--- src/common/fetch_pkg.sv ---
// shared constants and types for the instruction fetch and pre-decode front end, imported by every unit
package fetch_pkg;

  // queue geometry
  localparam int line_bytes    = 16;
  localparam int buf_lines     = 4;
  localparam int ptr_w         = 6;
  localparam int max_instr_len = 15;
  localparam int off_w         = $clog2(line_bytes);
  localparam int idx_w         = $clog2(buf_lines);

  // fetch restarts here after reset
  localparam logic [31:0] reset_eip = 32'h0000_0000;

  // prefix and escape bytes known to the pre-decoder
  localparam logic [7:0] pfx_opsize = 8'h66;
  localparam logic [7:0] pfx_repne  = 8'hf2;
  localparam logic [7:0] pfx_rep    = 8'hf3;
  localparam logic [7:0] pfx_lock   = 8'hf0;
  localparam logic [7:0] pfx_es     = 8'h26;
  localparam logic [7:0] pfx_cs     = 8'h2e;
  localparam logic [7:0] pfx_ss     = 8'h36;
  localparam logic [7:0] pfx_ds     = 8'h3e;
  localparam logic [7:0] pfx_fs     = 8'h64;
  localparam logic [7:0] pfx_gs     = 8'h65;
  localparam logic [7:0] esc_0f     = 8'h0f;

  typedef logic [31:0] addr_t;

  // byte 0 sits in bits 7:0, so bytes run in ascending address order
  typedef logic [8*line_bytes-1:0] line_t;

  // icache request carries a line-aligned address
  typedef struct packed {
    addr_t addr;
  } ic_req_t;

  typedef struct packed {
    line_t data;
  } ic_rsp_t;

  typedef struct packed {
    addr_t target;
  } redirect_t;

  // one pre-decoded instruction as handed to the decode stage
  typedef struct packed {
    addr_t                                eip;
    logic [$clog2(max_instr_len+1)-1:0]   length;
    logic [1:0]                           prefix_count;
    logic                                 operand_override;
    logic                                 repeat_prefix;
    logic                                 segment_override;
    logic [2:0]                           seg_id;
    logic                                 two_byte_opcode;
    logic [7:0]                           opcode;
    logic                                 modrm_present;
    logic [7:0]                           modrm;
    logic                                 sib_present;
    logic [7:0]                           sib;
    // byte counts, 0, 1 or 4 for disp and 0, 1, 2 or 4 for imm
    logic [2:0]                           disp_size;
    logic [31:0]                          disp;
    logic [2:0]                           imm_size;
    logic [31:0]                          imm;
    logic                                 unsupported;
  } instr_t;

endpackage

--- src/fetch/fetch_buffer.sv ---
// four-line instruction queue that requests icache lines, drops stale fills and tracks the read pointer
module fetch_buffer
  import fetch_pkg::*;
(
  input  logic             clk,
  input  logic             arst_n,
  output logic             ic_req_valid,
  output ic_req_t          ic_req,
  input  logic             ic_req_ready,
  input  logic             ic_rsp_valid,
  input  ic_rsp_t          ic_rsp,
  input  logic             redirect_valid,
  input  redirect_t        redirect,
  input  logic             consume,
  input  logic [off_w-1:0] consume_len,
  output line_t [1:0]      window_lines,
  output logic [ptr_w-1:0] read_ptr,
  output addr_t            window_eip,
  output logic             window_valid
);

  line_t                lines [buf_lines];
  logic [buf_lines-1:0] line_valid;
  logic [idx_w-1:0]     fill_idx;
  addr_t                req_addr;
  logic [2:0]           outstanding;
  logic [3:0]           drop_cnt;
  logic                 running;

  logic [idx_w-1:0]     head;
  logic [idx_w-1:0]     head_nxt;
  logic                 req_fire;
  logic                 rsp_take;
  logic                 rsp_drop;
  logic [2:0]           valid_cnt;
  logic                 slot_free;
  line_t                view [buf_lines];
  logic [buf_lines-1:0] view_valid;
  logic [off_w:0]       off_sum;
  logic                 free_head;

  // upper pointer bits select the head line
  assign head     = read_ptr[ptr_w-1 -: idx_w];
  assign head_nxt = head + 1'b1;

  assign req_fire = ic_req_valid && ic_req_ready;
  assign rsp_drop = ic_rsp_valid && (drop_cnt != 4'd0);
  assign rsp_take = ic_rsp_valid && (drop_cnt == 4'd0);

  always_comb
  begin
    valid_cnt = 3'd0;
    for (int i = 0; i < buf_lines; i++)
      valid_cnt = valid_cnt + 3'(line_valid[i]);
  end

  // a request only goes out once a slot is reserved for its line
  assign slot_free    = ({1'b0, valid_cnt} + {1'b0, outstanding}) < 4'(buf_lines);
  assign ic_req_valid = running && slot_free && !drop_cnt[3];
  assign ic_req.addr  = req_addr;

  // a fill arriving this cycle is already visible to the window
  always_comb
  begin
    for (int i = 0; i < buf_lines; i++)
    begin
      view[i]       = lines[i];
      view_valid[i] = line_valid[i];
      if (rsp_take && (fill_idx == idx_w'(i)))
      begin
        view[i]       = ic_rsp.data;
        view_valid[i] = 1'b1;
      end
    end
  end

  assign window_lines[0] = view[head];
  assign window_lines[1] = view[head_nxt];
  assign window_valid    = view_valid[head] && view_valid[head_nxt];

  // head line is done once the pointer steps past byte 15
  assign off_sum   = {1'b0, read_ptr[off_w-1:0]} + {1'b0, consume_len};
  assign free_head = consume && off_sum[off_w];

  always_ff @(posedge clk)
  begin
    if (rsp_take)
      lines[fill_idx] <= ic_rsp.data;
  end

  always_ff @(posedge clk or negedge arst_n)
  begin
    if (!arst_n)
    begin
      running     <= 1'b0;
      line_valid  <= '0;
      fill_idx    <= '0;
      req_addr    <= {reset_eip[31:off_w], {off_w{1'b0}}};
      outstanding <= 3'd0;
      drop_cnt    <= 4'd0;
      read_ptr    <= ptr_w'(reset_eip[off_w-1:0]);
      window_eip  <= reset_eip;
    end
    else
    begin
      running <= 1'b1;
      if (redirect_valid)
      begin
        // everything still owed becomes stale, including a request taken this cycle
        line_valid  <= '0;
        fill_idx    <= '0;
        req_addr    <= {redirect.target[31:off_w], {off_w{1'b0}}};
        read_ptr    <= ptr_w'(redirect.target[off_w-1:0]);
        window_eip  <= redirect.target;
        outstanding <= 3'd0;
        drop_cnt    <= drop_cnt - 4'(rsp_drop) + 4'(outstanding) + 4'(req_fire)
                       - 4'(rsp_take);
      end
      else
      begin
        if (rsp_take)
        begin
          line_valid[fill_idx] <= 1'b1;
          fill_idx             <= fill_idx + 1'b1;
        end
        // freeing wins over a fill into the same slot
        if (free_head)
          line_valid[head] <= 1'b0;
        if (req_fire)
          req_addr <= req_addr + addr_t'(line_bytes);
        outstanding <= outstanding + 3'(req_fire) - 3'(rsp_take);
        drop_cnt    <= drop_cnt - 4'(rsp_drop);
        if (consume)
        begin
          read_ptr   <= read_ptr + ptr_w'(consume_len);
          window_eip <= window_eip + addr_t'(consume_len);
        end
      end
    end
  end

endmodule

--- src/fetch/fetch_aligner.sv ---
// byte rotator that cuts the 16-byte instruction window out of the two lines under the read pointer
module fetch_aligner
  import fetch_pkg::*;
(
  input  line_t [1:0]      lines,
  input  logic [off_w-1:0] offset,
  output line_t            window
);

  logic [2*$bits(line_t)-1:0] both;
  logic [$bits(line_t)+23:0]  word_step;

  // head line in the low half, the following line above it
  assign both = lines;

  always_comb
  begin
    // coarse level, whole 4-byte words
    case (offset[3:2])
      2'd0:    word_step = both[151:0];
      2'd1:    word_step = both[183:32];
      2'd2:    word_step = both[215:64];
      default: word_step = both[247:96];
    endcase

    // fine level, single bytes
    case (offset[1:0])
      2'd0:    window = word_step[127:0];
      2'd1:    window = word_step[135:8];
      2'd2:    window = word_step[143:16];
      default: window = word_step[151:24];
    endcase
  end

endmodule

--- src/hdl/predecode.sv ---
// pre-decoder that sizes one IA-32 instruction in the fetch window and holds it in a valid/ready output register
module predecode
  import fetch_pkg::*;
(
  input  logic             clk,
  input  logic             arst_n,
  input  line_t            window,
  input  addr_t            window_eip,
  input  logic             window_valid,
  input  logic             flush,
  output logic             instr_valid,
  output instr_t           instr,
  input  logic             instr_ready,
  output logic             consume,
  output logic [off_w-1:0] consume_len
);

  instr_t     dec;
  logic [7:0] b0;
  logic [7:0] b1;
  logic [7:0] b2;
  logic [7:0] pb;
  logic [3:0] seg;
  logic [1:0] pcount;
  logic       esc;
  logic [2:0] imm_full;
  logic [7:0] op_byte;
  logic [7:0] modrm_byte;
  logic [7:0] sib_byte;
  logic [4:0] op_pos;
  logic [4:0] modrm_pos;
  logic [4:0] disp_pos;
  logic [4:0] imm_pos;
  logic [4:0] len_sum;
  logic       load;

  // bytes past the end of the window read as zero
  function automatic logic [7:0] byte_at(line_t w, logic [4:0] pos);
    logic [7:0] b;
    b = 8'h00;
    if (pos < 5'(line_bytes))
      b = w[pos[3:0]*8 +: 8];
    return b;
  endfunction

  function automatic logic is_prefix(logic [7:0] b);
    case (b)
      pfx_opsize, pfx_repne, pfx_rep, pfx_lock,
      pfx_es, pfx_cs, pfx_ss, pfx_ds, pfx_fs, pfx_gs:
        return 1'b1;
      default:
        return 1'b0;
    endcase
  endfunction

  // hit bit on top, segment number below
  function automatic logic [3:0] seg_of(logic [7:0] b);
    case (b)
      pfx_es:  return 4'b1_000;
      pfx_cs:  return 4'b1_001;
      pfx_ss:  return 4'b1_010;
      pfx_ds:  return 4'b1_011;
      pfx_fs:  return 4'b1_100;
      pfx_gs:  return 4'b1_101;
      default: return 4'b0_000;
    endcase
  endfunction

  // little-endian field of size bytes starting at pos
  function automatic logic [31:0] le_field(line_t w, logic [4:0] pos, logic [2:0] size);
    logic [31:0] v;
    v = '0;
    for (int k = 0; k < 4; k++)
      if (k < size)
        v[k*8 +: 8] = byte_at(w, pos + 5'(k));
    return v;
  endfunction

  always_comb
  begin
    dec = '0;
    b0  = byte_at(window, 5'd0);
    b1  = byte_at(window, 5'd1);
    b2  = byte_at(window, 5'd2);
    pb  = 8'h00;
    seg = 4'b0;

    // prefixes count only while they run unbroken from byte 0
    pcount = 2'd0;
    if (is_prefix(b0))
    begin
      pcount = 2'd1;
      if (is_prefix(b1))
      begin
        pcount = 2'd2;
        if (is_prefix(b2))
          pcount = 2'd3;
      end
    end

    for (int i = 0; i < 3; i++)
    begin
      if (2'(i) < pcount)
      begin
        pb  = byte_at(window, 5'(i));
        seg = seg_of(pb);
        if (pb == pfx_opsize)
          dec.operand_override = 1'b1;
        if ((pb == pfx_repne) || (pb == pfx_rep))
          dec.repeat_prefix = 1'b1;
        // last segment prefix wins
        if (seg[3])
        begin
          dec.segment_override = 1'b1;
          dec.seg_id           = seg[2:0];
        end
      end
    end

    esc        = (byte_at(window, 5'(pcount)) == esc_0f);
    op_pos     = 5'(pcount) + 5'(esc);
    op_byte    = byte_at(window, op_pos);
    modrm_pos  = op_pos + 5'd1;
    modrm_byte = byte_at(window, modrm_pos);
    sib_byte   = byte_at(window, modrm_pos + 5'd1);
    imm_full   = dec.operand_override ? 3'd2 : 3'd4;

    // operand layout of the supported subset
    if (esc)
    begin
      if (op_byte[7:4] == 4'h8)
        dec.imm_size = 3'd4;
      else if (op_byte == 8'haf)
        dec.modrm_present = 1'b1;
      else
        dec.unsupported = 1'b1;
    end
    else if (op_byte < 8'h40)
    begin
      case (op_byte[2:0])
        3'd0, 3'd1, 3'd2, 3'd3: dec.modrm_present = 1'b1;
        3'd4:                   dec.imm_size = 3'd1;
        3'd5:                   dec.imm_size = imm_full;
        default:                dec.unsupported = 1'b1;
      endcase
    end
    else
    begin
      case (op_byte) inside
        [8'h40:8'h5f], 8'h90, 8'hc3:
          dec.imm_size = 3'd0;
        [8'h70:8'h7f], 8'heb:
          dec.imm_size = 3'd1;
        8'h80, 8'h83:
        begin
          dec.modrm_present = 1'b1;
          dec.imm_size      = 3'd1;
        end
        8'h81:
        begin
          dec.modrm_present = 1'b1;
          dec.imm_size      = imm_full;
        end
        [8'h88:8'h8b]:
          dec.modrm_present = 1'b1;
        [8'hb8:8'hbf]:
          dec.imm_size = imm_full;
        8'he8, 8'he9:
          dec.imm_size = 3'd4;
        default:
          dec.unsupported = 1'b1;
      endcase
    end

    // 32-bit addressing forms
    if (dec.modrm_present)
    begin
      dec.modrm       = modrm_byte;
      dec.sib_present = (modrm_byte[2:0] == 3'd4) && (modrm_byte[7:6] != 2'd3);
      if (dec.sib_present)
        dec.sib = sib_byte;
      if (modrm_byte[7:6] == 2'd1)
        dec.disp_size = 3'd1;
      else if ((modrm_byte[7:6] == 2'd2) ||
               ((modrm_byte[7:6] == 2'd0) && (modrm_byte[2:0] == 3'd5)) ||
               ((modrm_byte[7:6] == 2'd0) && dec.sib_present && (sib_byte[2:0] == 3'd5)))
        dec.disp_size = 3'd4;
    end

    disp_pos = modrm_pos + 5'(dec.modrm_present) + 5'(dec.sib_present);
    imm_pos  = disp_pos + 5'(dec.disp_size);
    len_sum  = imm_pos + 5'(dec.imm_size);

    dec.disp            = le_field(window, disp_pos, dec.disp_size);
    dec.imm             = le_field(window, imm_pos, dec.imm_size);
    dec.eip             = window_eip;
    dec.length          = len_sum[3:0];
    dec.prefix_count    = pcount;
    dec.two_byte_opcode = esc;
    dec.opcode          = op_byte;
  end

  // load when the register is empty or drains this cycle
  assign load        = window_valid && !flush && (!instr_valid || instr_ready);
  assign consume     = load;
  assign consume_len = dec.length;

  always_ff @(posedge clk or negedge arst_n)
  begin
    if (!arst_n)
      instr_valid <= 1'b0;
    else if (flush)
      instr_valid <= 1'b0;
    else if (load)
      instr_valid <= 1'b1;
    else if (instr_ready)
      instr_valid <= 1'b0;
  end

  always_ff @(posedge clk)
  begin
    if (load)
      instr <= dec;
  end

endmodule

--- src/hdl/fetch_top.sv ---
// fetch front end top level joining the line queue, byte rotator and pre-decoder to the icache and decode ports
module fetch_top
  import fetch_pkg::*;
(
  input  logic      clk,
  input  logic      arst_n,
  output logic      ic_req_valid,
  output ic_req_t   ic_req,
  input  logic      ic_req_ready,
  input  logic      ic_rsp_valid,
  input  ic_rsp_t   ic_rsp,
  input  logic      redirect_valid,
  input  redirect_t redirect,
  output logic      instr_valid,
  output instr_t    instr,
  input  logic      instr_ready
);

  line_t [1:0]      window_lines;
  logic [ptr_w-1:0] read_ptr;
  addr_t            window_eip;
  logic             window_valid;
  line_t            window;
  logic             consume;
  logic [off_w-1:0] consume_len;

  fetch_buffer u_fetch_buffer (
    .clk            (clk),
    .arst_n         (arst_n),
    .ic_req_valid   (ic_req_valid),
    .ic_req         (ic_req),
    .ic_req_ready   (ic_req_ready),
    .ic_rsp_valid   (ic_rsp_valid),
    .ic_rsp         (ic_rsp),
    .redirect_valid (redirect_valid),
    .redirect       (redirect),
    .consume        (consume),
    .consume_len    (consume_len),
    .window_lines   (window_lines),
    .read_ptr       (read_ptr),
    .window_eip     (window_eip),
    .window_valid   (window_valid)
  );

  // only the byte offset within the head line steers the rotator
  fetch_aligner u_fetch_aligner (
    .lines  (window_lines),
    .offset (read_ptr[off_w-1:0]),
    .window (window)
  );

  predecode u_predecode (
    .clk          (clk),
    .arst_n       (arst_n),
    .window       (window),
    .window_eip   (window_eip),
    .window_valid (window_valid),
    .flush        (redirect_valid),
    .instr_valid  (instr_valid),
    .instr        (instr),
    .instr_ready  (instr_ready),
    .consume      (consume),
    .consume_len  (consume_len)
  );

endmodule

--- config.mk ---
export PLATFORM = sky130hd
export DESIGN_NAME = fetch_top
export DESIGN_NICKNAME = d
export VERILOG_FILES = /design/src/common/fetch_pkg.sv /design/src/fetch/fetch_buffer.sv /design/src/fetch/fetch_aligner.sv /design/src/hdl/predecode.sv /design/src/hdl/fetch_top.sv
export SDC_FILE = /design/constraint.sdc
export NUM_CORES = 2
export LEC_CHECK = 0
export ABC_AREA = 1
export BUFFER_PORTS_ARGS = -buffer_cell sky130_fd_sc_hd__buf_2
export CELL_PAD_IN_SITES_DETAIL_PLACEMENT = 0
export CELL_PAD_IN_SITES_GLOBAL_PLACEMENT = 1
export CORE_MARGIN = 2
export CORE_UTILIZATION = 40
export CTS_BUF_LIST = sky130_fd_sc_hd__clkbuf_16
export DETAILED_ROUTE_END_ITERATION = 6
export GPL_TIMING_DRIVEN = 1
export PLACE_DENSITY = 0.79
export SLEW_MARGIN = 25
export SYNTH_ARGS = -nofsm -noshare
export SYNTH_HDL_FRONTEND = slang
export SYNTH_SLANG_ARGS = --single-unit
--- constraint.sdc ---
create_clock -name clk -period 19.8 [get_ports clk]
set_clock_uncertainty 0.1 [all_clocks]
set_input_delay 2.97 -clock clk [delete_from_list [all_inputs] [get_ports clk]]
set_output_delay 2.97 -clock clk [all_outputs]
set_load 0.01 [all_outputs]
# Yosys cells after proc, flatten, opt, wreduce, memory -nomap -nowiden
# Memory sizes are Yosys's and may differ from the RTL's.
# Index checks and enable logic that the tools add are counted.
# op_classes
addsub	29
order_cmp	39
eq_ne	86
shifts	12
muxes	114
bitwise	5
n_reduce_logical	63
# ops
cell	count
$shiftx A128 B8 Y8	11
$mux W128	6
$bmux W128 S2	2
$pmux W152 S3	1
$pmux W128 S3	1
$mux W120	2
$eq A8 B6 Y1 const B	24
$eq A8 B8 Y1 const B	24
$eq A8 B7 Y1 const B	18
$mux W32	4
$shiftx A128 B6 Y8	1
$pmux W4 S6	3
$mux W8	7
$lt A5 B5 Y1 const B	11
$mux W1	48
$mux W4	11
$mux W3	14
$add A32 B4 Y32	1
$add A32 B5 Y32 const B	1
$mux W6	5
$reduce_or A10 Y1	3
$logic_and A1 B1 Y1	23
$add A5 B1 Y5 const B	4
$add A5 B2 Y5 const B	4
57 further kinds	119
# totals
ff_bits	227
ramBits	512
in_bits	166
out_inout_bits	176
word_cells	384
n_memories	1
# memory_table
name	words	word_bits	read_ports	rd_ports_with_merged_regs	wr	line	text
u_fetch_buffer.lines	4	128	4	0	1	fetch_buffer.sv:22	line_t lines [buf_lines];

# Depth between registers and ports, before layout
# logic_depth
ltp_word	43
depth_mapped	82
depth_no_buf	71

# Modules after synthesis
# From an unflattened synthesis, not the netlist that was laid out.
# hier_totals
cells_unflattened	8642
area_unflattened_um2	58862.7
# by_module_without_submodules
mod	instances	cells_per_inst	area_each_um2	seq_area_each_um2
fetch_buffer	1	4514	35129.9	17376.7
predecode	1	2550	15831.4	4259.1
fetch_aligner	1	1578	7901.3	0.0

# Worst setup path after synthesis
# Ideal clock, no wire load.
# synth_timing
kind	input port to flip-flop
start	input port ic_rsp_valid
end	register u_fetch_buffer.window_eip[30]
setup_time_ps	87
arrival_ps	15835
t_required_ps	19613
setup_slack_ps	3779
path_stages	73
n_path_buf	9
path_cell_list	clkbuf_2 > nand3_4 > nor2_4 > buf_4 > buf_2 > nand2_1 > nand3_1 > nand3_1 > nand3_1 > nand4_1 > nand2_1 > nand4_1 > nand2_1 > nor2_1 > nand2_1 > nand4_1 > nand2_1 > nand2_1 > (+37 left out) > ha_1 > inv_1 > o21bai_1 > nand3_1 > nand3b_1 > nor3_1 > nand2_1 > nor2_1 > nand4_1 > nor3_1 > nand4_1 > nor3_1 > nand4_1 > nor2_1 > nand3_1 > a21oi_1 > o21ai_0 > o211ai_1
# synth_rtl
element	line	text
start, declared	fetch_top.sv:10	input logic ic_rsp_valid,
end signal, assigned	fetch_buffer.sv:102	window_eip <= reset_eip;
end signal, assigned	fetch_buffer.sv:114	window_eip <= redirect.target;
end signal, assigned	fetch_buffer.sv:136	window_eip <= window_eip + addr_t'(consume_len);
end, declared	fetch_buffer.sv:18	output addr_t window_eip,

==> flow_metrics.py <==
metrics = {
    "run_status": {
        "status": "finished, violations left",
        "violations": "DRC",
    },
    "final_layout": {
        "final_cells": 11000,
        "area_growth_syn_to_layout_pct": 10.0,
        "final_common_cell": "nand2_1",
        "nNetsFinal": 9160,
        "fin_util": 0.444,
        "drive_above_1_share": 0.0860,
        "fin_area_sq_um": 65800,
        "final_cell_mix": "2757 x nand2_1, 2118 x nand3_1, 855 x inv_1",
    },
    "route": {
        "totalWireLength_mm": 277,
        "wl_per_cell_um": 25.3,
        "first_iter_violations": 9739,
        "drc": 1,
        "vias": 66900,
        "viasPerCell": 6.10,
        "antenna_left": 0,
        "dr.pass1.iters": 7,
    },
    "sta": {
        "finalCritPeriodShare": 0.871,
        "layout_min_cycle_time_ns": 17.25,
        "rsz0062_at_grt": "false",
        "drv_slew": 0,
        "max_freq_ghz": 0.0580,
        "setup_viol": 0,
        "finalHoldViolCount": 0,
        "tightest_slew_ns": 1.25,
        "tns_ns": 0,
        "slew_headroom": 0.165,
    },
    "clock_tree": {
        "clockBufferDepth": 3,
        "cts_buffers": 88,
        "cts_resized": 0,
        "cts-htree-levels": 3,
        "postCtsSetupRepairBufs": 0,
        "clock-root-buffer": "clkbuf_16",
        "holdBufCountCts": 0,
        "cts_tree": "built",
        "cts.sinks": 734,
        "clkTransAtPathRegs_ns": 0.06,
        "insertion_delay_ns": 0.76,
    },
    "synthesis": {
        "synth-edff-count": 653,
        "yosysUniqueCellTypes": 71,
        "synth.avg_cell_area_sq_um": 6.68,
        "ys.flop_type": "edfxtp_1",
        "ys_warn_count": 0,
        "syn_inst": 8955,
        "ys_seq_elements": 734,
        "seq_area_frac_synth": 0.361,
        "async_reset_ff_frac": 0.110,
        "synth_area_sq_um": 59900,
    },
    "setup_path": {
        "path_common_cell": "nand2_1",
        "required_ns": 20.33,
        "cp-start-kind": "primary input",
        "arrival_ns": 17.78,
        "worst_setup_path_end_kind": "flip-flop",
        "worstPathMaxFanout": 21,
        "cpMaxStageDelayCell": "nand4_1",
        "cp_slowest_stage_delay_ns": 0.90,
        "worstSetupPathType": "primary input to flip-flop",
    },
    "global_routing": {
        "first_global_vias": 59900,
        "grtUsageTotal": 0.351,
        "grt-ovfl-total": 0,
        "antenna_found_initial": 31,
        "grt_max_degree": 144,
        "grt_pass1_wl_mm": 402,
    },
    "placement": {
        "place_congestion": 1.05,
        "placedInstanceArea_sq_um": 62900,
        "dpl.hpwl_mm": 193,
        "io_buffers": 336,
        "placed_cells": 10800,
    },
    "die": {
        "io_pins": 342,
        "fp.dieW_um": 391,
        "core_sq_um": 148000,
        "start_util": 0.404,
        "design.die.area_sq_um": 153000,
        "rows": 141,
        "dieHeight_um": 391,
    },
    "worst_hold_path": {
        "hold_class": "flip-flop to flip-flop",
    },
    "flow_run": {
        "maxCapViolCount": 0,
    },
}
layer usage:
metal,GRT usage,wire length [um],up-vias
met5,0,173,-
met4,0.159,13600,18
met3,0.0725,31100,636
met2,0.523,118000,4079
met1,0.486,114000,31700
li1,-,-,30500
worst max-delay path: cells and delay by family:
family / cells / cell delay [ns]
AO/OA/AOI/OAI: 8 / 1.28
XOR/XNOR: 1 / 0.20
adder cells (fa/ha/maj): 7 / 2.89
buffers and inverters: 10 / 2.28
AND/OR/NAND/NOR: 41 / 8.09
cells in the mapped netlist, drive strengths merged, types with 39 or more instances:
cell     count  area (sq um)
dfrtp       81          2030
ha          46           576
nor2       381          1620
inv        863          3240
nand2     2772         10500
o21ai      503          2520
o2111ai     39           342
o211ai     132          1000
a31oi       76           475
clkbuf     291          1090
nand4      210          1430
nand3     2130         10700
a21oi      191           956
edfxtp     653         19600
buf        309          1580
cells by family after synthesis:
group,Yosys count,synth area share
compound gates,1069,0.106
xor+xnor,44,0.00644
fa+ha+maj,55,0.0126
buf+inv,1472,0.0993
flops,734,0.361
mux,12,0.00201
other cells,2,0.000125
simple gates,5567,0.412
registers in the layout, summed over array words and instances (netlist names):
signal                      flops
u_fetch_buffer.drop_cnt         4
u_fetch_buffer.fill_idx         2
u_fetch_buffer.ic_req          28
u_fetch_buffer.line_valid       4
u_fetch_buffer.lines          512
u_fetch_buffer.outstanding      3
u_fetch_buffer.read_ptr         6
u_fetch_buffer.running          1
u_fetch_buffer.window_eip      32
u_predecode.instr             141
u_predecode.instr_valid         1
final cells by class:
| class | count | area [sq um] |
|---|---|---|
| antenna | 11 | 27.5 |
| timing repair buffer | 490 | 3080 |
| fill | 15400 | 82300 |
| multi-input combinational | 6753 | 32500 |
| clock inverter | 74 | 717 |
| inverter | 872 | 3290 |
| sequential | 734 | 21600 |
| tap | 1930 | 2410 |
| clock buffer | 88 | 2200 |
final timing paths:
path	slack, ns	endpoint	from	cells past startpoint
worst max-delay path	2.55	u_fetch_buffer.window_eip[30]	ic_rsp_valid	67
worst min-delay path	0.35	u_predecode.instr[125]	u_fetch_buffer.window_eip[15]	0
worst max register to register	3.85	u_fetch_buffer.window_eip[30]	u_fetch_buffer.read_ptr[4]	65
worst min register to register	0.35	u_predecode.instr[125]	u_fetch_buffer.window_eip[15]	0
max in group asynchronous	16.64	u_fetch_buffer.read_ptr[5]	arst_n	2
min in group asynchronous	1.97	u_fetch_buffer.drop_cnt[1]	arst_n	1
through the flow:
stage | setup slack (ns) | hold slack [ns]
after floorplan | 3.78 | 0.325
final | 2.55 | 0.346
after CTS | 2.86 | 0.348
after global placement | 2.32 | 0.333
after detailed placement | 2.12 | 0.333
after global routing | 1.45 | 0.364
Power is left out: the tool's default activity adds up to more than one toggle a clock period on the data nets, which glitch-free logic cannot reach.
